<file path="config.mk">
export PLATFORM = sky130hd
export DESIGN_NAME = echoTransmitter_flat
export DESIGN_NICKNAME = d
export VERILOG_FILES = /design/src/rtl/traceEchoPkg.sv /design/src/rtl/frameIfs.sv /design/src/rtl/echoTransmitter.sv /design/src/flat_wrapper.sv
export SDC_FILE = /design/constraint.sdc
export NUM_CORES = 1
export LEC_CHECK = 0
export ABC_AREA = 1
export BUFFER_PORTS_ARGS = -buffer_cell sky130_fd_sc_hd__clkbuf_2
export CAP_MARGIN = 20
export CORE_MARGIN = 8
export CORE_UTILIZATION = 40
export CTS_BUF_LIST = sky130_fd_sc_hd__clkbuf_8
export DETAILED_ROUTE_END_ITERATION = 10
export GPL_TIMING_DRIVEN = 1
export PLACE_DENSITY = 0.77
export SYNTH_ARGS = -nofsm -noshare
export SYNTH_HDL_FRONTEND = slang
export SYNTH_SLANG_ARGS = --single-unit
</file>
<file path="constraint.sdc">
create_clock -name clk -period 2.2 [get_ports clk]
set_input_delay 0.55 -clock clk [delete_from_list [all_inputs] [get_ports clk]]
set_output_delay 0.55 -clock clk [all_outputs]
set_load 0.005 [all_outputs]
</file>
<file path="src/rtl/traceEchoPkg.sv">
// shared widths, frame layout constants and the trace word decode used across the echo engine RTL
package traceEchoPkg;

  ////////////////////////////////////////////////////////////////////
  // widths
  ////////////////////////////////////////////////////////////////////
  localparam int WORD_BITS  = 32;
  localparam int COUNT_BITS = 10;  // beat counter and record pointer
  localparam int BANK_WORDS = 128;
  localparam int ADDR_BITS  = 7;
  localparam int LEN_BITS   = 8;   // holds 0 to BANK_WORDS

  ////////////////////////////////////////////////////////////////////
  // frame layout
  ////////////////////////////////////////////////////////////////////
  localparam int HEADER_WORDS       = 4;   // copied unchanged
  localparam int KEEP_WORDS         = 5;   // stored per record
  localparam int CSR_COUNT_OFFSET   = 9;
  localparam int REG_EN_OFFSET      = 10;
  localparam int RECORD_BASE_LEN    = 12;
  localparam int CSR_EXTRA_LEN      = 13;  // csr block present
  localparam int REG_EXTRA_LEN      = 2;   // gpr or fpr write present
  localparam int INTER_PACKET_DELAY = 1;   // replaces record beat 4

  typedef logic [WORD_BITS-1:0] word_t;
  typedef logic [ADDR_BITS-1:0] addr_t;
  typedef logic [LEN_BITS-1:0]  len_t;

  // one record beat, read as csr count or as register enables depending on offset
  typedef union packed {
    struct packed {
      logic [15:0] unused;
      logic [15:0] csrCount;
    } csrView;
    struct packed {
      logic [22:0] reservedHi;
      logic        gprEn;       // bit 8
      logic [6:0]  reservedLo;
      logic        fprEn;       // bit 0
    } regEnView;
  } traceWord_u;

endpackage

</file>
<file path="src/rtl/frameIfs.sv">


// buffer -> transmitter, combinational read of the send bank
interface frameReadIf import traceEchoPkg::*; ();
  word_t rdData;
  logic  frameReady;  // level, send bank full
  len_t  rdLen;
  addr_t rdAddr;
  logic  frameTaken;  // one cycle, frees the send bank

  modport store (
    output rdData, frameReady, rdLen,
    input  rdAddr, frameTaken
  );
  modport send (
    input  rdData, frameReady, rdLen,
    output rdAddr, frameTaken
  );
endinterface

</file>
<file path="src/rtl/echoTransmitter.sv">
// transmit FSM that streams a full bank out word by word under ready back-pressure
`timescale 1ns/100ps

module echoTransmitter import traceEchoPkg::*; (
  input  logic  clk,
  input  logic  reset,
  output word_t txData,
  output logic  txValid,
  output logic  txLast,
  input  logic  txReady,
  frameReadIf.send rd
);

  enum logic [1:0] {stReady, stSend, stFinished} state, nextState;

  len_t readCount;  // word on the bus
  logic lastWord;

  assign lastWord = (readCount + 1'b1) == rd.rdLen;

  ////////////////////////////////////////////////////////////////////
  // FSM
  ////////////////////////////////////////////////////////////////////
  always_comb begin
    nextState = state;
    case (state)
      stReady: begin
        if (rd.frameReady)
          nextState = (rd.rdLen == '0) ? stFinished : stSend;  // empty frame freed directly
      end
      stSend:     if (txReady && lastWord) nextState = stFinished;
      stFinished: nextState = stReady;
      default:    nextState = stReady;
    endcase
  end

  always_ff @(posedge clk) begin
    if (reset) begin
      state     <= stReady;
      readCount <= '0;
    end else begin
      state <= nextState;
      if (state == stSend && txReady)
        readCount <= lastWord ? '0 : readCount + 1'b1;
    end
  end

  ////////////////////////////////////////////////////////////////////
  // stream outputs
  ////////////////////////////////////////////////////////////////////
  // counter only moves on txReady, so data and last hold while stalled
  assign rd.rdAddr = readCount[ADDR_BITS-1:0];
  assign txData    = rd.rdData;
  assign txValid   = (state == stSend);
  assign txLast    = txValid && lastWord;

  assign rd.frameTaken = (state == stFinished);  // bank released on this edge

endmodule

</file>
<file path="src/flat_wrapper.sv">
// flat-port wrapper written by rule: the top's interface ports become plain ports
module echoTransmitter_flat import traceEchoPkg::*;
  (clk, reset, txData, txValid, txLast, txReady, rd_rdData, rd_frameReady, rd_rdLen, rd_rdAddr, rd_frameTaken);
  frameReadIf rd_i ();
  input  logic clk;
  input  logic reset;
  output word_t txData;
  output logic txValid;
  output logic txLast;
  input  logic txReady;
  input wire logic [$bits(rd_i.rdData)-1:0] rd_rdData;
  input wire logic [$bits(rd_i.frameReady)-1:0] rd_frameReady;
  input wire logic [$bits(rd_i.rdLen)-1:0] rd_rdLen;
  output wire logic [$bits(rd_i.rdAddr)-1:0] rd_rdAddr;
  output wire logic [$bits(rd_i.frameTaken)-1:0] rd_frameTaken;
  assign rd_i.rdData = rd_rdData;
  assign rd_i.frameReady = rd_frameReady;
  assign rd_i.rdLen = rd_rdLen;
  assign rd_rdAddr = rd_i.rdAddr;
  assign rd_frameTaken = rd_i.frameTaken;
  echoTransmitter u_core (.clk(clk), .reset(reset), .txData(txData), .txValid(txValid), .txLast(txLast), .txReady(txReady), .rd(rd_i));
endmodule
</file>
==> impl_metrics.xml <==
<?xml version="1.0" encoding="UTF-8"?>
<metrics>
  <group name="timing">
    <metric name="timing.final.max_slew_violations" unit="">0</metric>
    <metric name="timing_worst_slew_pin_value" unit="ns">0.489</metric>
    <metric name="fin_hold_ws" unit="ns">0.504</metric>
    <metric name="timing.final.crit_period" unit="ns">2.24</metric>
    <metric name="final.setup_skew" unit="ns">0.00111</metric>
    <metric name="max_slew_margin" unit="%">67.3</metric>
    <metric name="setup_viol" unit="">1</metric>
    <metric name="post-route-worst-setup-slack" unit="ns">-0.0375</metric>
    <metric name="achievable_freq" unit="MHz">447</metric>
    <metric name="rsz0062_at_grt" unit="">true</metric>
    <metric name="timing_hold_violations_final" unit="">0</metric>
    <metric name="post-route-period-util" unit="%">102</metric>
    <metric name="tns" unit="ns">-0.0375</metric>
  </group>
  <group name="drt">
    <metric name="route.detailed.vias_per_inst" unit="">4.82</metric>
    <metric name="dr.first_iter.drc_count" unit="">48</metric>
    <metric name="detailedRoute.firstPassIterationCount" unit="">4</metric>
    <metric name="drt_drc_violations_left" unit="">0</metric>
    <metric name="route.final.wire_length" unit="mm">2.54</metric>
    <metric name="vias" unit="">974</metric>
    <metric name="detail_route.wl_per_cell" unit="µm">12.5</metric>
    <metric name="ant_nets" unit="">0</metric>
  </group>
  <group name="clock_tree">
    <metric name="tritoncts" unit="">yes</metric>
    <metric name="ctsLongestPathBuffers" unit="">2</metric>
    <metric name="ctsHoldBuffers" unit="">0</metric>
    <metric name="clk-insertion-delay-late" unit="ns">0.24</metric>
    <metric name="cts-htree-levels" unit="">1</metric>
    <metric name="worst_setup_hold_path_clk_slew" unit="ns">0.05</metric>
    <metric name="cts_root_buf" unit="">sky130_fd_sc_hd__clkbuf_8</metric>
    <metric name="cts_made_buffers" unit="">3</metric>
    <metric name="numClockSinks" unit="">10</metric>
  </group>
  <group name="setup_path">
    <metric name="timing_worst_setup_path_type" unit="">reg -&gt; out</metric>
    <metric name="slowest_cell_on_the_critical_path" unit="">sky130_fd_sc_hd__dfxtp_4</metric>
    <metric name="crit_top_cell" unit="">sky130_fd_sc_hd__nand4_1</metric>
    <metric name="critical_path.max_stage_delay" unit="ns">0.37</metric>
    <metric name="cp-start-kind" unit="">flop</metric>
    <metric name="worst_ep_required_time" unit="ns">1.65</metric>
    <metric name="critPathMaxFanout" unit="">5</metric>
    <metric name="timing.critical_path.cells" unit="">ha_4 &gt; nand4_1 &gt; nand3_2 &gt; nand2_2 &gt; nor2_2 &gt; nand4_1 &gt; nor4_2 &gt; buf_2</metric>
    <metric name="worst_ep_arrival_time" unit="ns">1.69</metric>
    <metric name="cp-end-kind" unit="">primary output</metric>
  </group>
  <group name="yosys">
    <metric name="synth.yosys.seq_area_share" unit="%">17.7</metric>
    <metric name="yosysTopAreaCell" unit="">sky130_fd_sc_hd__buf_4</metric>
    <metric name="ys_dominant_reg_cell" unit="">sky130_fd_sc_hd__dfxtp_1</metric>
    <metric name="mappedNetlistNets" unit="">224</metric>
    <metric name="synth_top_area_share" unit="%">25.9</metric>
    <metric name="synthCells" unit="">179</metric>
    <metric name="mean_post_synth_cell_area" unit="µm²">6.32</metric>
    <metric name="synth-edff-count" unit="">0</metric>
    <metric name="netlist-cell-type-count" unit="">27</metric>
    <metric name="synth-seq-cells" unit="">10</metric>
    <metric name="async_flop_share" unit="%">0</metric>
    <metric name="synth_area_leaders" unit="">sky130_fd_sc_hd__buf_4, sky130_fd_sc_hd__dfxtp_1, sky130_fd_sc_hd__nand2_1, sky130_fd_sc_hd__inv_1, sky130_fd_sc_hd__nand3_1</metric>
    <metric name="synth_area" unit="µm²">1130</metric>
    <metric name="synth_warnings" unit="">0</metric>
  </group>
  <group name="floorplanning">
    <metric name="die_area" unit="µm²">4790</metric>
    <metric name="std_cell_rows" unit="">19</metric>
    <metric name="die_width" unit="µm">69.2</metric>
    <metric name="fp.dieH" unit="µm">69.2</metric>
    <metric name="floorplan.io_pins" unit="">86</metric>
    <metric name="initial_core_util" unit="%">41.7</metric>
    <metric name="core" unit="µm²">2710</metric>
  </group>
  <group name="global_routing">
    <metric name="vias_in_the_first_global_route" unit="">917</metric>
    <metric name="grt_start_max_net_pins" unit="">16</metric>
    <metric name="grt_pass1_wl" unit="mm">4.25</metric>
    <metric name="grt_antenna_before_repair" unit="">0</metric>
    <metric name="groute.usage.overall" unit="%">10.4</metric>
    <metric name="grt_remaining_overflow" unit="">0</metric>
  </group>
  <group name="finish">
    <metric name="diodes" unit="">0</metric>
    <metric name="finalNonFillerCells" unit="">202</metric>
    <metric name="areaGrowthSynthToFinish" unit="%">1.44</metric>
    <metric name="finalNetCount" unit="">218</metric>
    <metric name="finish.utilization" unit="%">42.3</metric>
    <metric name="fin_area" unit="µm²">1150</metric>
    <metric name="drive_gt1_share" unit="%">36.3</metric>
  </group>
  <group name="place">
    <metric name="placement.cell_area" unit="µm²">971</metric>
    <metric name="dp_hpwl" unit="mm">1.83</metric>
    <metric name="numPlacedInstances" unit="">190</metric>
    <metric name="place_worst_setup_slack" unit="ns">0.0190</metric>
    <metric name="globalplace.congestion" unit="">0.833</metric>
    <metric name="io_buffers" unit="">21</metric>
  </group>
  <group name="power">
    <metric name="p_total" unit="mW">0.466</metric>
    <metric name="vdd_ir_drop_max" unit="V">0.000444</metric>
    <metric name="power_density" unit="nW/µm²">406</metric>
    <metric name="p_leak" unit="nW">0.504</metric>
  </group>
  <group name="min_path">
    <metric name="hold_path_class" unit="">reg -&gt; reg</metric>
  </group>
  <group name="outcome">
    <metric name="run_status" unit="">finished with violations</metric>
    <metric name="violations" unit="">negative setup slack</metric>
  </group>
  <group name="job">
    <metric name="maxCapViolCount" unit="">0</metric>
  </group>
</metrics>
routing by layer:
layer / vias up / track usage, % / part of all wire, %
li1: 516 / - / -
met1: 430 / 12.1 / 43
met2: 22 / 16.1 / 48
met3: 6 / 4.72 / 7.7
met4: 0 / 3.87 / 1.4
met5: - / 0 / 0
synth_stat cells (2+ instances only):
cell / number
sky130_fd_sc_hd__o21ai_0: 2
sky130_fd_sc_hd__nand3_2: 3
sky130_fd_sc_hd__buf_4: 39
sky130_fd_sc_hd__nand2_1: 42
sky130_fd_sc_hd__nor2_1: 11
sky130_fd_sc_hd__inv_1: 20
sky130_fd_sc_hd__nor2_4: 2
sky130_fd_sc_hd__o21ai_1: 2
sky130_fd_sc_hd__nand4_1: 4
sky130_fd_sc_hd__a21oi_1: 12
sky130_fd_sc_hd__nand2_2: 2
sky130_fd_sc_hd__nand3_1: 14
sky130_fd_sc_hd__nor2_2: 3
sky130_fd_sc_hd__dfxtp_1: 10
cell families (layout without fill, tap and decap cells):
kind of cell / count (synthesis) / count (layout) / synth area share, %
compound gates: 19 / 19 / 9.29
flops: 10 / 10 / 17.7
simple gates: 85 / 85 / 36.2
xor+xnor: 2 / 2 / 1.55
fa+ha+maj: 1 / 1 / 1.11
buf+inv: 62 / 54 / 34.2
flip-flops by register name, indices dropped and copies added (netlist names):
| name | cells |
|---|---|
| u_core.readCount | 8 |
| u_core.state | 2 |
where the power goes:
group | internal, mW | switching (mW) | leakage, nW
registers | 0.185 | 0.00532 | 0.0836
clock network | 0.120 | 0.0745 | 0.0216
logic | 0.0326 | 0.0486 | 0.398
total | 0.338 | 0.128 | 0.504
timing repair:
item | in CTS | in global routing
hold endpoints to repair | 0 | 0
pin swaps | 12 | 6
buffers inserted | 6 | 3
setup endpoints to repair | 1 | 1
gates resized for setup | 13 | 9
cells in the final DEF, fill, tap and decap left out, drive strengths merged:
cell | synthesis | routed
nor3 | 1 | 1
o311ai | 1 | 1
nand2 | 45 | 45
and2 | 1 | 1
nor4 | 1 | 1
buf | 41 | 11
nor2 | 16 | 16
inv | 20 | 20
dfxtp | 10 | 10
xnor2 | 1 | 1
nand4 | 4 | 4
a21oi | 13 | 13
ha | 1 | 1
o21ai | 4 | 4
nand3 | 17 | 17
xor2 | 1 | 1
o211ai | 1 | 1
clkbuf | 1 | 23
critical path, delay by kind of cell, from the launching register on:
family / cells / cell delay, ns
simple gates: 6 / 0.74
flops: 1 / 0.37
fa+ha+maj: 1 / 0.18
buf+inv: 1 / 0.15
worst paths after layout:
path,startpoint,end,slack [ns],depth (start not counted)
worst max-delay path,u_core.readCount[0],txLast,-0.04,8
worst max register to register,u_core.readCount[0],u_core.readCount[3],0.55,12
worst min-delay path,u_core.readCount[7],u_core.readCount[7],0.50,2
worst min register to register,u_core.readCount[7],u_core.readCount[7],0.50,2
layout make-up:
class	instances	area, µm²
Tap cell	31	38.8
Fill cell	294	1560
Sequential cell	10	210
Timing Repair Buffer	31	184
Clock buffer	3	41.3
Multi-Input combinational cell	107	598
Inverter	20	75.1
(Power assumes the default switching activity.)
