File: config.mk
export PLATFORM = sky130hd
export DESIGN_NAME = recordCapture_flat
export DESIGN_NICKNAME = d
export VERILOG_FILES = /design/src/rtl/traceEchoPkg.sv /design/src/rtl/frameIfs.sv /design/src/rtl/recordCapture.sv /design/src/flat_wrapper.sv
export SDC_FILE = /design/constraint.sdc
export NUM_CORES = 1
export LEC_CHECK = 0
export BUFFER_PORTS_ARGS = -buffer_cell sky130_fd_sc_hd__buf_2
export CORE_ASPECT_RATIO = 0.5
export CORE_MARGIN = 2
export CORE_UTILIZATION = 45
export DETAILED_ROUTE_END_ITERATION = 8
export PLACE_DENSITY = 0.7
export SYNTH_ARGS = -nofsm -noshare
export SYNTH_HDL_FRONTEND = slang
export SYNTH_SLANG_ARGS = --single-unit
export TNS_END_PERCENT = 1
File: constraint.sdc
create_clock -name clk -period 5.39 [get_ports clk]
set_input_delay 0.2695 -clock clk [delete_from_list [all_inputs] [get_ports clk]]
set_output_delay 0.2695 -clock clk [all_outputs]
set_load 0.05 [all_outputs]
File: src/rtl/traceEchoPkg.sv
// shared widths, frame layout constants and the trace word decode used across the echo engine RTL
package traceEchoPkg;

  ////////////////////////////////////////////////////////////////////
  // widths
  ////////////////////////////////////////////////////////////////////
  localparam int WORD_BITS  = 32;
  localparam int COUNT_BITS = 10;  // beat counter and record pointer
  localparam int BANK_WORDS = 128;
  localparam int ADDR_BITS  = 7;
  localparam int LEN_BITS   = 8;   // holds 0 to BANK_WORDS

  ////////////////////////////////////////////////////////////////////
  // frame layout
  ////////////////////////////////////////////////////////////////////
  localparam int HEADER_WORDS       = 4;   // copied unchanged
  localparam int KEEP_WORDS         = 5;   // stored per record
  localparam int CSR_COUNT_OFFSET   = 9;
  localparam int REG_EN_OFFSET      = 10;
  localparam int RECORD_BASE_LEN    = 12;
  localparam int CSR_EXTRA_LEN      = 13;  // csr block present
  localparam int REG_EXTRA_LEN      = 2;   // gpr or fpr write present
  localparam int INTER_PACKET_DELAY = 1;   // replaces record beat 4

  typedef logic [WORD_BITS-1:0] word_t;
  typedef logic [ADDR_BITS-1:0] addr_t;
  typedef logic [LEN_BITS-1:0]  len_t;

  // one record beat, read as csr count or as register enables depending on offset
  typedef union packed {
    struct packed {
      logic [15:0] unused;
      logic [15:0] csrCount;
    } csrView;
    struct packed {
      logic [22:0] reservedHi;
      logic        gprEn;       // bit 8
      logic [6:0]  reservedLo;
      logic        fprEn;       // bit 0
    } regEnView;
  } traceWord_u;

endpackage

File: src/rtl/frameIfs.sv
// write and read side interfaces between the capture FSM, the two-bank buffer and the transmitter
`timescale 1ns/100ps

// capture -> buffer, one write per kept beat plus the end-of-frame pulse
interface frameWriteIf import traceEchoPkg::*; ();
  logic                  wrEn;
  logic [COUNT_BITS-1:0] wrAddr;     // may run past the bank, buffer drops those
  word_t                 wrData;
  logic                  frameDone;  // one cycle, beat after last
  logic [COUNT_BITS-1:0] frameLen;
  logic                  bankFree;

  modport capture (
    output wrEn, wrAddr, wrData, frameDone, frameLen,
    input  bankFree
  );
  modport store (
    input  wrEn, wrAddr, wrData, frameDone, frameLen,
    output bankFree
  );
endinterface


File: src/rtl/recordCapture.sv
// receive FSM that walks frame header and trace records and writes the kept beats into the buffer
`timescale 1ns/100ps

module recordCapture import traceEchoPkg::*; (
  input  logic   clk,
  input  logic   reset,
  input  word_t  rxData,
  input  logic   rxValid,
  input  logic   rxLast,
  output logic   frameLost,
  frameWriteIf.capture wr
);

  enum logic [1:0] {stIdle, stCapture, stDone} state, nextState;

  logic [COUNT_BITS-1:0] beatCount;   // index of next beat in frame
  logic [COUNT_BITS-1:0] beatIdx;
  logic [COUNT_BITS-1:0] recPtr;      // first beat of current record
  logic [COUNT_BITS-1:0] recOffset;
  logic [COUNT_BITS-1:0] recLen;
  logic [COUNT_BITS-1:0] storeCount;
  logic [COUNT_BITS-1:0] doneLen;
  logic [15:0]           csrSaved;
  traceWord_u            rxWord;
  logic                  frameStart;
  logic                  dropping;
  logic                  dropNow;
  logic                  frameKept;
  logic                  inRecord;
  logic                  keepBeat;

  ////////////////////////////////////////////////////////////////////
  // frame tracking
  ////////////////////////////////////////////////////////////////////
  always_comb begin
    nextState = state;
    case (state)
      stIdle, stDone: begin
        if (rxValid) nextState = rxLast ? stDone : stCapture;
        else nextState = stIdle;
      end
      stCapture: if (rxValid && rxLast) nextState = stDone;
      default: nextState = stIdle;
    endcase
  end

  assign beatIdx    = (state == stCapture) ? beatCount : '0;
  assign frameStart = rxValid && (state != stCapture);
  // the bank decision is taken once on the first beat and then held
  assign dropNow    = frameStart ? ~wr.bankFree : dropping;

  ////////////////////////////////////////////////////////////////////
  // record walk
  ////////////////////////////////////////////////////////////////////
  assign rxWord    = rxData;
  assign recOffset = beatIdx - recPtr;  // wraps large before the record starts
  assign inRecord  = recOffset < COUNT_BITS'(KEEP_WORDS);
  assign keepBeat  = (beatIdx < COUNT_BITS'(HEADER_WORDS)) || inRecord;

  // length known once the enable word arrives, csr count saved one beat earlier
  always_comb begin
    recLen = COUNT_BITS'(RECORD_BASE_LEN);
    if (csrSaved != '0)
      recLen = recLen + COUNT_BITS'(CSR_EXTRA_LEN);
    if (rxWord.regEnView.gprEn || rxWord.regEnView.fprEn)
      recLen = recLen + COUNT_BITS'(REG_EXTRA_LEN);
  end

  always_ff @(posedge clk) begin
    if (reset) begin
      state      <= stIdle;
      beatCount  <= '0;
      recPtr     <= COUNT_BITS'(HEADER_WORDS);
      storeCount <= '0;
      dropping   <= 1'b0;
      frameKept  <= 1'b0;
    end else begin
      state <= nextState;
      if (rxValid) begin
        dropping <= dropNow;
        if (rxLast) begin  // ack beat, rewind for next frame
          beatCount  <= '0;
          recPtr     <= COUNT_BITS'(HEADER_WORDS);
          storeCount <= '0;
          frameKept  <= ~dropNow;
        end else begin
          beatCount <= beatIdx + 1'b1;
          if (wr.wrEn) storeCount <= storeCount + 1'b1;
          if (recOffset == COUNT_BITS'(REG_EN_OFFSET)) recPtr <= recPtr + recLen;
        end
      end
    end
  end

  always_ff @(posedge clk) begin
    if (rxValid && recOffset == COUNT_BITS'(CSR_COUNT_OFFSET))
      csrSaved <= rxWord.csrView.csrCount;
    if (rxValid && rxLast)
      doneLen <= storeCount;
  end

  ////////////////////////////////////////////////////////////////////
  // buffer writes
  ////////////////////////////////////////////////////////////////////
  assign wr.wrEn   = rxValid && !rxLast && keepBeat && !dropNow;
  assign wr.wrAddr = storeCount;

  always_comb begin
    wr.wrData = rxData;
    if (inRecord) begin
      if (recOffset == COUNT_BITS'(2) || recOffset == COUNT_BITS'(3))
        wr.wrData = '0;                             // beats 2 and 3 cleared
      else if (recOffset == COUNT_BITS'(4))
        wr.wrData = word_t'(INTER_PACKET_DELAY);
    end
  end

  assign wr.frameDone = (state == stDone) && frameKept;
  assign wr.frameLen  = doneLen;
  assign frameLost    = rxValid && rxLast && dropNow;  // no bank was free at frame start

endmodule

File: src/flat_wrapper.sv
// flat-port wrapper written by rule: the top's interface ports become plain ports
module recordCapture_flat import traceEchoPkg::*;
  (clk, reset, rxData, rxValid, rxLast, frameLost, wr_wrEn, wr_wrAddr, wr_wrData, wr_frameDone, wr_frameLen, wr_bankFree);
  frameWriteIf wr_i ();
  input  logic clk;
  input  logic reset;
  input  word_t rxData;
  input  logic rxValid;
  input  logic rxLast;
  output logic frameLost;
  output wire logic [$bits(wr_i.wrEn)-1:0] wr_wrEn;
  output wire logic [$bits(wr_i.wrAddr)-1:0] wr_wrAddr;
  output wire logic [$bits(wr_i.wrData)-1:0] wr_wrData;
  output wire logic [$bits(wr_i.frameDone)-1:0] wr_frameDone;
  output wire logic [$bits(wr_i.frameLen)-1:0] wr_frameLen;
  input wire logic [$bits(wr_i.bankFree)-1:0] wr_bankFree;
  assign wr_wrEn = wr_i.wrEn;
  assign wr_wrAddr = wr_i.wrAddr;
  assign wr_wrData = wr_i.wrData;
  assign wr_frameDone = wr_i.frameDone;
  assign wr_frameLen = wr_i.frameLen;
  assign wr_i.bankFree = wr_bankFree;
  recordCapture u_core (.clk(clk), .reset(reset), .rxData(rxData), .rxValid(rxValid), .rxLast(rxLast), .frameLost(frameLost), .wr(wr_i));
endmodule
==> run metrics, run 1 <==
Std-Cell Rows 22; global-route wire length before repair 14100 microns; pre-CTS setup slack 1340 ps; Max Cap Viol 0; Max Slew Vio Count 0; post-route antenna net violation count 0; Adder-Cell Fraction of Synth Area 5.98%; die extent in y 66.9 microns; DR WL/cell 14.3 microns; die area 8680 sq um; Main synth FF type dfxtp_1; Area Overhead vs Synth 22.1%; EDFF count, synth 26; Post-Syn Area 3560 sq um; root buf cell clkbuf_16; CP arrival 4140 ps; Clock transition at path regs 50 ps; sw frac 26.0%; Non-Filler Instances 594; Required @ worst endpoint 5120 ps; syn avg cell area 8.87 sq um; unrepaired setup endpoints after global routing no; Fill cells 689; post-synthesis sequential area ratio 41.1%; n_diodes 0; Routed WL 8500 microns; Gate power share 11.1%; vias per inst 5.43; worst rel slew slack 21.0%; DRC viols 0; CP max-delay cell nor2_2; Post-DP HPWL 6130 microns; CTS buffer count 9; Post-DP Area 4060 sq um; Post-CTS Setup Bufs 0; number of global-route vias before repair 2981; multi-input logic area 1920 sq um; mux contribution to synthesized area 0.879%; Largest delay share family, worst path simple AND/OR/NAND/NOR gates; insertion delay to the later sink of the worst-skew pair 340 ps; fmax 227 MHz; Iteration-0 DRC Markers 186; Critical Path, Cell by Cell nor2b_4 -> and2_1 -> ha_1 -> a21oi_1 -> nor2b_1 -> o41ai_1 -> o41a_1 -> nand4_1 -> nor2_1 -> nand3_1 -> nor2_2 -> nor2b_1 -> buf_2; Initial Util 47.5%; Clk pwr share 47.6%; Global Route Usage Sum 21.2%; placed insts 579; compound-cell area share of the yosys netlist 17.8%; Leak 1.78 nW; CTS Buffer Depth 2; Sw Pwr 0.304 mW; Worst VDD drop 0.283 mV; fin nets 534; Internal Power 0.865 mW; pwr dens 269 nW/um^2; layout cells sized above 1 24.3%; Synth Area in Simple Gates 26.5%; final RePlAce weighted congestion 0.863; largest family of logic cells by synthesized area simple AND/OR/NAND/NOR gates; crit path time final 4410 ps; CTS hold repair buffers 0; CP max stage delay 820 ps; Die Width 130 microns; endpoint type of the worst setup path output port; Hold WC Path Type primary input to register; critical setup path kind register to output port; Worst Path Buf+Inv 1; #FFs+latches synth 60; Setup WS post-layout 977 ps; H-tree levels 3; Async SR Flop Fraction 0%; CTS sink count 60; initial antenna violation count 0; Buffers on Ports 91; Tcrit/Tclk final 81.9%; Core Region 7490 sq um; total number of vias 3228; Worst setup SP type register; CP most frequent cell nor2b_1; Final Skew 7.24 ps; GRT overflow 0; CP max FO 31; FF+latch area 1460 sq um; Synthesized Nets 453; endpoints failing setup 0; xor-xnor portion of the synthesized cell area 2.71%; Pre-antenna DRT Iters 5; I/O Pins 92; count of final hold-check violations 0; TritonCTS clock tree yes; Design Area, Final 4350 sq um; Yosys warnings 0; status completed; pin count of the biggest net entering global routing 32; Slew @ Worst Pin 1180 ps; Synth cell types 58; sequential power share 41.3%; post-cts sizing count 0; TNS Setup 0 ps; Mapped Cells 401
[Yosys cell counts (3+ instances only)]
library cell,n,area share [%]
a211oi_1,3,0.63
a21o_1,3,0.63
a21oi_1,24,3.4
a22oi_1,6,1.3
a311oi_1,3,0.74
a31oi_1,12,2.1
and2_1,9,1.6
and3_1,3,0.53
clkbuf_1,16,1.7
dfxtp_1,34,19
edfxtp_1,26,22
ha_1,13,4.6
inv_1,22,2.3
nand2_1,30,3.2
nand2b_1,6,1.1
nand3_1,17,2.4
nand4_1,6,1.1
nor2_1,33,3.5
nor2b_1,33,5.8
nor3_1,4,0.56
nor4_1,4,0.70
o211ai_1,10,2.1
o21ai_0,12,1.7
o31ai_1,6,1.3
or3_1,6,1.1
or4_1,13,2.7
xnor2_1,8,2.0
xor2_1,3,0.74
[layout by cell type, fill, tap and decap left out, drive strengths merged, types with 17 or more instances in the layout]
cell     n
buf     91
nor2b   34
dfxtp   34
nor2    33
inv     22
nand3   17
a21oi   24
edfxtp  26
nand2   30
[routing by layer]
layer | GRT usage (%) | part of all wire, % | wire [microns]
met1 | 27.3 | 47 | 4000
met2 | 33.0 | 45 | 3870
met3 | 9.00 | 6.8 | 574
met4 | 4.84 | 0.79 | 67
met5 | 0 | 0 | 0
[worst paths after layout]
| path | start | end | slack [ps] | cells after the start |
|---|---|---|---|---|
| setup / recovery | u_core.state[0] | wr_wrData[17] | 980 | 13 |
| hold / removal | rxData[14] | u_core.csrSaved[14] | 120 | 1 |
| setup reg to reg | u_core.state[0] | u_core.csrSaved[9] | 1540 | 11 |
| hold reg to reg | u_core.frameKept | u_core.frameKept | 490 | 2 |
[per-stage QoR]
stage | util [%] | hold slack [ps] | power [mW]
floorplan | - | 368 | 0.586
global placement | 54.3 | 456 | 0.621
detailed placement | 54.3 | 459 | 0.622
CTS | 58.0 | 115 | 1.18
global route | 58.0 | 110 | 1.21
finish | 58.0 | 123 | 1.17
[cell type report]
class	count	area share [%]
Multi-Input combinational cell	297	44.3
Sequential cell	60	33.6
Timing Repair Buffer	91	10.5
Clock buffer	10	5.27
Tap cell	108	3.11
Inverter	23	1.99
Clock inverter	5	1.24
[kinds of logic (layout without fill, tap and decap cells)]
group | Yosys count | count (layout)
and+or+nand+nor | 173 | 173
AOI/OAI and AO/OA | 94 | 94
DFF | 60 | 60
buffers and inverters | 44 | 129
adders and majority gates | 16 | 16
xor gates and xnor gates | 11 | 11
muxes | 3 | 3
[flip-flops by register name, indices dropped and copies added, names as in the netlist]
name,cells
u_core.wr.wrAddr,10
u_core.dropping,1
u_core.frameKept,1
u_core.beatCount,10
u_core.wr.frameLen,10
u_core.state,2
u_core.recPtr,10
u_core.csrSaved,16
[power groups by stage]
| stage | Combinational (mW) | Clock, mW | Sequential (mW) |
|---|---|---|---|
| 3_3_place_gp | 0.130 | 0 | 0.492 |
| 5_1_grt | 0.139 | 0.586 | 0.483 |
| 4_1_cts | 0.131 | 0.562 | 0.482 |
| 3_5_place_dp | 0.130 | 0 | 0.492 |
| 6_report | 0.130 | 0.556 | 0.483 |
| 2_1_floorplan | 0.0868 | 0 | 0.500 |
No activity file was read; power rests on OpenSTA's default activity.
==> run 2: changes to the inputs <==
Clock period 5.39 ns to 4.36 ns, I/O delays scaled along.
==> run 2 against run 1 <==
Compared with the run above: worst hold slack got worse by 50 ps; power is 29% higher; global-route usage about the same; critical path depth grew 1; core utilization is 0.72 points higher; design area increased by 1.2%; sequential power rose by 24%; register-to-register slack lost 940 ps; first-iteration DRC count shrank 3.2%; clock skew down 2.1 ps; die area unchanged; largest cell class unchanged.
==> run metrics, run 2 (synthesis results as in run 1) <==
Area Overhead vs Synth 23.6% (was 22.1%); Non-Filler Instances 597 (was 594); Leak 1.80 nW (was 1.78 nW); CP arrival 3700 ps (was 4140 ps); Worst VDD drop 0.262 mV (was 0.283 mV); Clock transition at path regs 50 ps (about the same); GRT overflow 0 (unchanged); worst rel slew slack 59.6% (was 21.0%); CTS sink count 60 (unchanged); n_diodes 0 (unchanged); count of final hold-check violations 0 (unchanged); Buffers on Ports 91 (unchanged); Tcrit/Tclk final 89.9%; Worst setup SP type register (unchanged); Fill cells 679 (was 689); endpoint type of the worst setup path output port (unchanged); fmax 255 MHz; initial antenna violation count 0 (unchanged); Max Cap Viol 0 (unchanged); endpoints failing setup 0 (unchanged); TNS Setup 0 ps (unchanged); fin util 58.8% (was 58.0%); Iteration-0 DRC Markers 180 (was 186); Global Route Usage Sum 21.2% (about the same); TritonCTS clock tree yes (unchanged); post-route antenna net violation count 0 (unchanged); unrepaired setup endpoints after global routing no (unchanged); DRC viols 0 (unchanged); Pre-antenna DRT Iters 5 (unchanged); DR WL/cell 14.5 microns (was 14.3 microns); CTS Buffer Depth 2 (unchanged); number of flip-flops under the largest register name 16 (unchanged); I/O Pins 92 (unchanged); Post-DP HPWL 6260 microns (was 6130 microns); insertion delay to the later sink of the worst-skew pair 330 ps (was 340 ps); crit path time final 3920 ps; pin count of the biggest net entering global routing 32 (unchanged); Final Skew 5.15 ps (was 7.24 ps); placed insts 582 (was 579); most common cell after layout, fill and taps aside buf_2 (unchanged); layout cells sized above 1 24.7% (was 24.3%); Hold WC Path Type primary input to register (unchanged); status completed (unchanged); final RePlAce weighted congestion 0.860 (was 0.863); Std-Cell Rows 22 (unchanged); number of global-route vias before repair 2879 (was 2981); CTS buffer count 9 (unchanged); largest reg by FF count u_core.csrSaved (unchanged); die extent in y 66.9 microns (unchanged); critical setup path kind register to output port (unchanged); total number of vias 3264 (was 3228); fin nets 537 (was 534); root buf cell clkbuf_16 (unchanged); CP max FO 20 (was 31); Slew @ Worst Pin 600 ps (was 1180 ps); Initial Util 47.5% (unchanged); Die Width 130 microns (unchanged); die area 8680 sq um (unchanged); Max Slew Vio Count 0 (unchanged); pwr dens 342 nW/um^2 (was 269 nW/um^2); most frequent cells in the layout buf_2, dfxtp_1, nor2b_1 (unchanged); H-tree levels 3 (unchanged); Required @ worst endpoint 4140 ps (was 5120 ps); Routed WL 8660 microns (was 8500 microns); global-route wire length before repair 14100 microns (about the same); vias per inst 5.47 (was 5.43); Core Region 7490 sq um (unchanged)
run 2: changes by cell type in the layout (fill, tap and decap cells not counted), sizes merged:
cell      previous run  this run
bufinv               1         2
clkinvlp             0         1
buf                 91        94
clkinv               5         3
run 2: layout make-up:
| type | instances | area [sq um] | share of cell area, % |
|---|---|---|---|
| Multi-Input combinational cell | 297 | 1930 | 43.9 |
| Tap cell | 108 | 135 | 3.07 |
| Sequential cell | 60 | 1460 | 33.2 |
| Timing Repair Buffer | 94 | 478 | 10.9 |
| Clock buffer | 10 | 229 | 5.20 |
| Clock inverter | 5 | 77.6 | 1.76 |
| Inverter | 23 | 86.3 | 1.96 |
run 2: stage by stage:
step	instance area [sq um]	setup slack [ps]	hold slack (ps)	power (mW)
CTS	4390	290	61.1	1.51
floorplan	3560	457	317	0.725
global placement	4090	733	405	0.769
detailed placement	4090	642	407	0.770
global route	4400	89.8	63.1	1.55
finish	4400	440	73.5	1.50
run 2: final timing paths:
kind	from	endpoint	depth (start not counted)	slack [ps]
max reg2reg	u_core.state[0]	u_core.recPtr[7]	14	600
min	rxData[13]	u_core.csrSaved[13]	1	70
max	u_core.state[0]	wr_wrEn	14	440
min reg2reg	u_core.frameKept	u_core.frameKept	2	490
run 2: metal layers:
layer  GRT usage, %  share of wire (%)
met5              0                  0
met4           4.30               0.72
met3           7.07                6.7
met2           33.2                 45
met1           28.7                 47
run 2: power by group:
group	internal [mW]	switching (mW)
Clock	0.494	0.249
Combinational	0.0417	0.121
Sequential	0.592	0.00451
Total	1.13	0.375
run 2: worst max-delay path, cell delays in order, from the launching register on:
cell and delay (ps):
dfxtp_1 420, nor2b_4 330, nand2_1 140, ha_1 210, inv_1 80, fa_1 250
nand2_1 70, a21oi_1 160, o22ai_1 150, o41a_1 420, nand4_1 120, and4bb_2 280
o21ai_4 420, nor2_1 90, buf_2 220
run 2: timing repair:
action,4_1_cts,5_1_grt
resized for setup,0,1
setup buffers,0,0
hold buffers,0,0
setup endpoints to repair,0,1
==> run 3: changes to the inputs <==
Settings changed: PLACE_DENSITY 0.7 to 0.72.
==> run 3 against run 2 <==
Compared with the run above: count of clock-buffer cells in the layout rose by 1; sequential cell count did not move; non-clock buffer count did not move; register-to-register slack barely moved.
==> run metrics, run 3 (synthesis results as in run 1) <==
status completed (unchanged); fmax 253 MHz (was 255 MHz); crit path time final 3950 ps (was 3920 ps); number of flip-flops under the largest register name 16 (unchanged); Iteration-0 DRC Markers 200 (was 180); CTS hold repair buffers 0 (unchanged); post-cts sizing count 0 (unchanged); die extent in y 66.9 microns (unchanged); count of final hold-check violations 0 (unchanged); total number of vias 3228 (was 3264); Die Width 130 microns (unchanged); initial antenna violation count 0 (unchanged); global-route wire length before repair 14200 microns (was 14100 microns); Max Slew Vio Count 0 (unchanged); vias per inst 5.40 (was 5.47); Area Overhead vs Synth 23.7% (was 23.6%); H-tree levels 3 (unchanged); n_diodes 0 (unchanged); GRT overflow 0 (unchanged); Post-DP HPWL 6160 microns (was 6260 microns); final RePlAce weighted congestion 0.863 (was 0.860); Worst VDD drop 0.228 mV (was 0.262 mV); CTS Buffer Depth 2 (unchanged); I/O Pins 92 (unchanged); unrepaired setup endpoints after global routing no (unchanged); Clock transition at path regs 50 ps (about the same); Buffers on Ports 91 (unchanged); endpoint type of the worst setup path output port (unchanged); Required @ worst endpoint 4140 ps (about the same); critical setup path kind register to output port (unchanged); TritonCTS clock tree yes (unchanged); Final Skew 4.00 ps (was 5.15 ps); layout cells sized above 1 24.5% (was 24.7%); number of global-route vias before repair 3028 (was 2879); worst rel slew slack 60.1% (was 59.6%); most common cell after layout, fill and taps aside buf_2 (unchanged); insertion delay to the later sink of the worst-skew pair 330 ps (about the same); Hold WC Path Type primary input to register (unchanged); Core Region 7490 sq um (unchanged); Tot Pwr 1.50 mW (about the same); Internal Power 1.13 mW (about the same); Sw Pwr 0.373 mW (was 0.375 mW); Post-CTS Setup Bufs 0 (unchanged); TNS Setup 0 ps (unchanged); pin count of the biggest net entering global routing 32 (unchanged); root buf cell clkbuf_16 (unchanged); pwr dens 342 nW/um^2 (about the same); endpoints failing setup 0 (unchanged); Routed WL 8510 microns (was 8660 microns); Leak 1.81 nW (was 1.80 nW); Max Cap Viol 0 (unchanged); WHS 67.2 ps (was 73.5 ps); CTS buffer count 9 (unchanged); Std-Cell Rows 22 (unchanged); Clk pwr share 49.5% (about the same); fin nets 537 (unchanged); Global Route Usage Sum 21.1% (was 21.2%); post-route antenna net violation count 0 (unchanged); DRC viols 0 (unchanged); sw frac 24.8% (was 25.0%); CP max FO 20 (unchanged); Pre-antenna DRT Iters 5 (unchanged); Gate power share 10.8% (about the same); Worst setup SP type register (unchanged); Tcrit/Tclk final 90.7% (was 89.9%); DR WL/cell 14.2 microns (was 14.5 microns); CP arrival 3730 ps (was 3700 ps); largest reg by FF count u_core.csrSaved (unchanged); Slew @ Worst Pin 593 ps (was 600 ps); most frequent cells in the layout buf_2, dfxtp_1, nor2b_1 (unchanged); CTS sink count 60 (unchanged); Initial Util 47.5% (unchanged); die area 8680 sq um (unchanged); sequential power share 39.7% (about the same)
-- run 3: cell types whose count changed in the layout (fill, tap and decap cells not counted), sizes merged --
cell,before,now
clkbuf,10,11
clkinv,3,4
clkinvlp,1,0
-- run 3: per-layer routing --
metal	global-route usage (%)	vias up	wire length, microns
met5	0	-	0
met2	34.0	108	3850
met3	7.31	8	553
li1	-	1633	-
met4	5.65	0	86
met1	27.2	1479	4020
-- run 3: worst paths after layout --
kind | cells after the start | from | endpoint | slack [ps]
setup reg to reg | 14 | u_core.state[0] | u_core.recPtr[8] | 590
hold reg to reg | 2 | u_core.recPtr[1] | u_core.recPtr[1] | 490
setup / recovery | 14 | u_core.state[0] | wr_wrEn | 410
hold / removal | 1 | rxData[7] | u_core.csrSaved[7] | 70
-- run 3: layout make-up --
cell class	count	area [sq um]
Fill cell	669	3080
Multi-Input combinational cell	297	1930
Sequential cell	60	1460
Timing Repair Buffer	94	478
Clock buffer	11	233
Tap cell	108	135
Inverter	23	86.3
Clock inverter	5	77.6
-- run 3: through the flow --
step                cell area (sq um)  utilization, %  worst slack [ps]  cells
floorplan                        3560               -               457    401
global placement                 4090            54.6               719    582
detailed placement               4090            54.6               651    582
CTS                              4400            58.7               267    598
global route                     4400            58.8               143    598
finish                           4400            58.8               407    598
-- run 3: worst max-delay path: stages, from the launching register on --
cell      delay (ps)
dfxtp_1          410
nor2b_4          350
nand2_1          160
ha_1             220
inv_1             80
fa_1             230
nand2_1           70
a21oi_1          150
o22ai_1          140
o41a_1           430
nand4_1          130
and4bb_2         280
o21ai_4          420
nor2_1            90
buf_2            220
-- run 3: power by group through the flow --
stage | Clock, mW | Combinational (mW) | Sequential (mW)
after CTS | 0.754 | 0.162 | 0.596
final | 0.745 | 0.163 | 0.597
after global placement | 0 | 0.161 | 0.608
after floorplan | 0 | 0.107 | 0.618
after global routing | 0.787 | 0.173 | 0.597
after detailed placement | 0 | 0.162 | 0.608
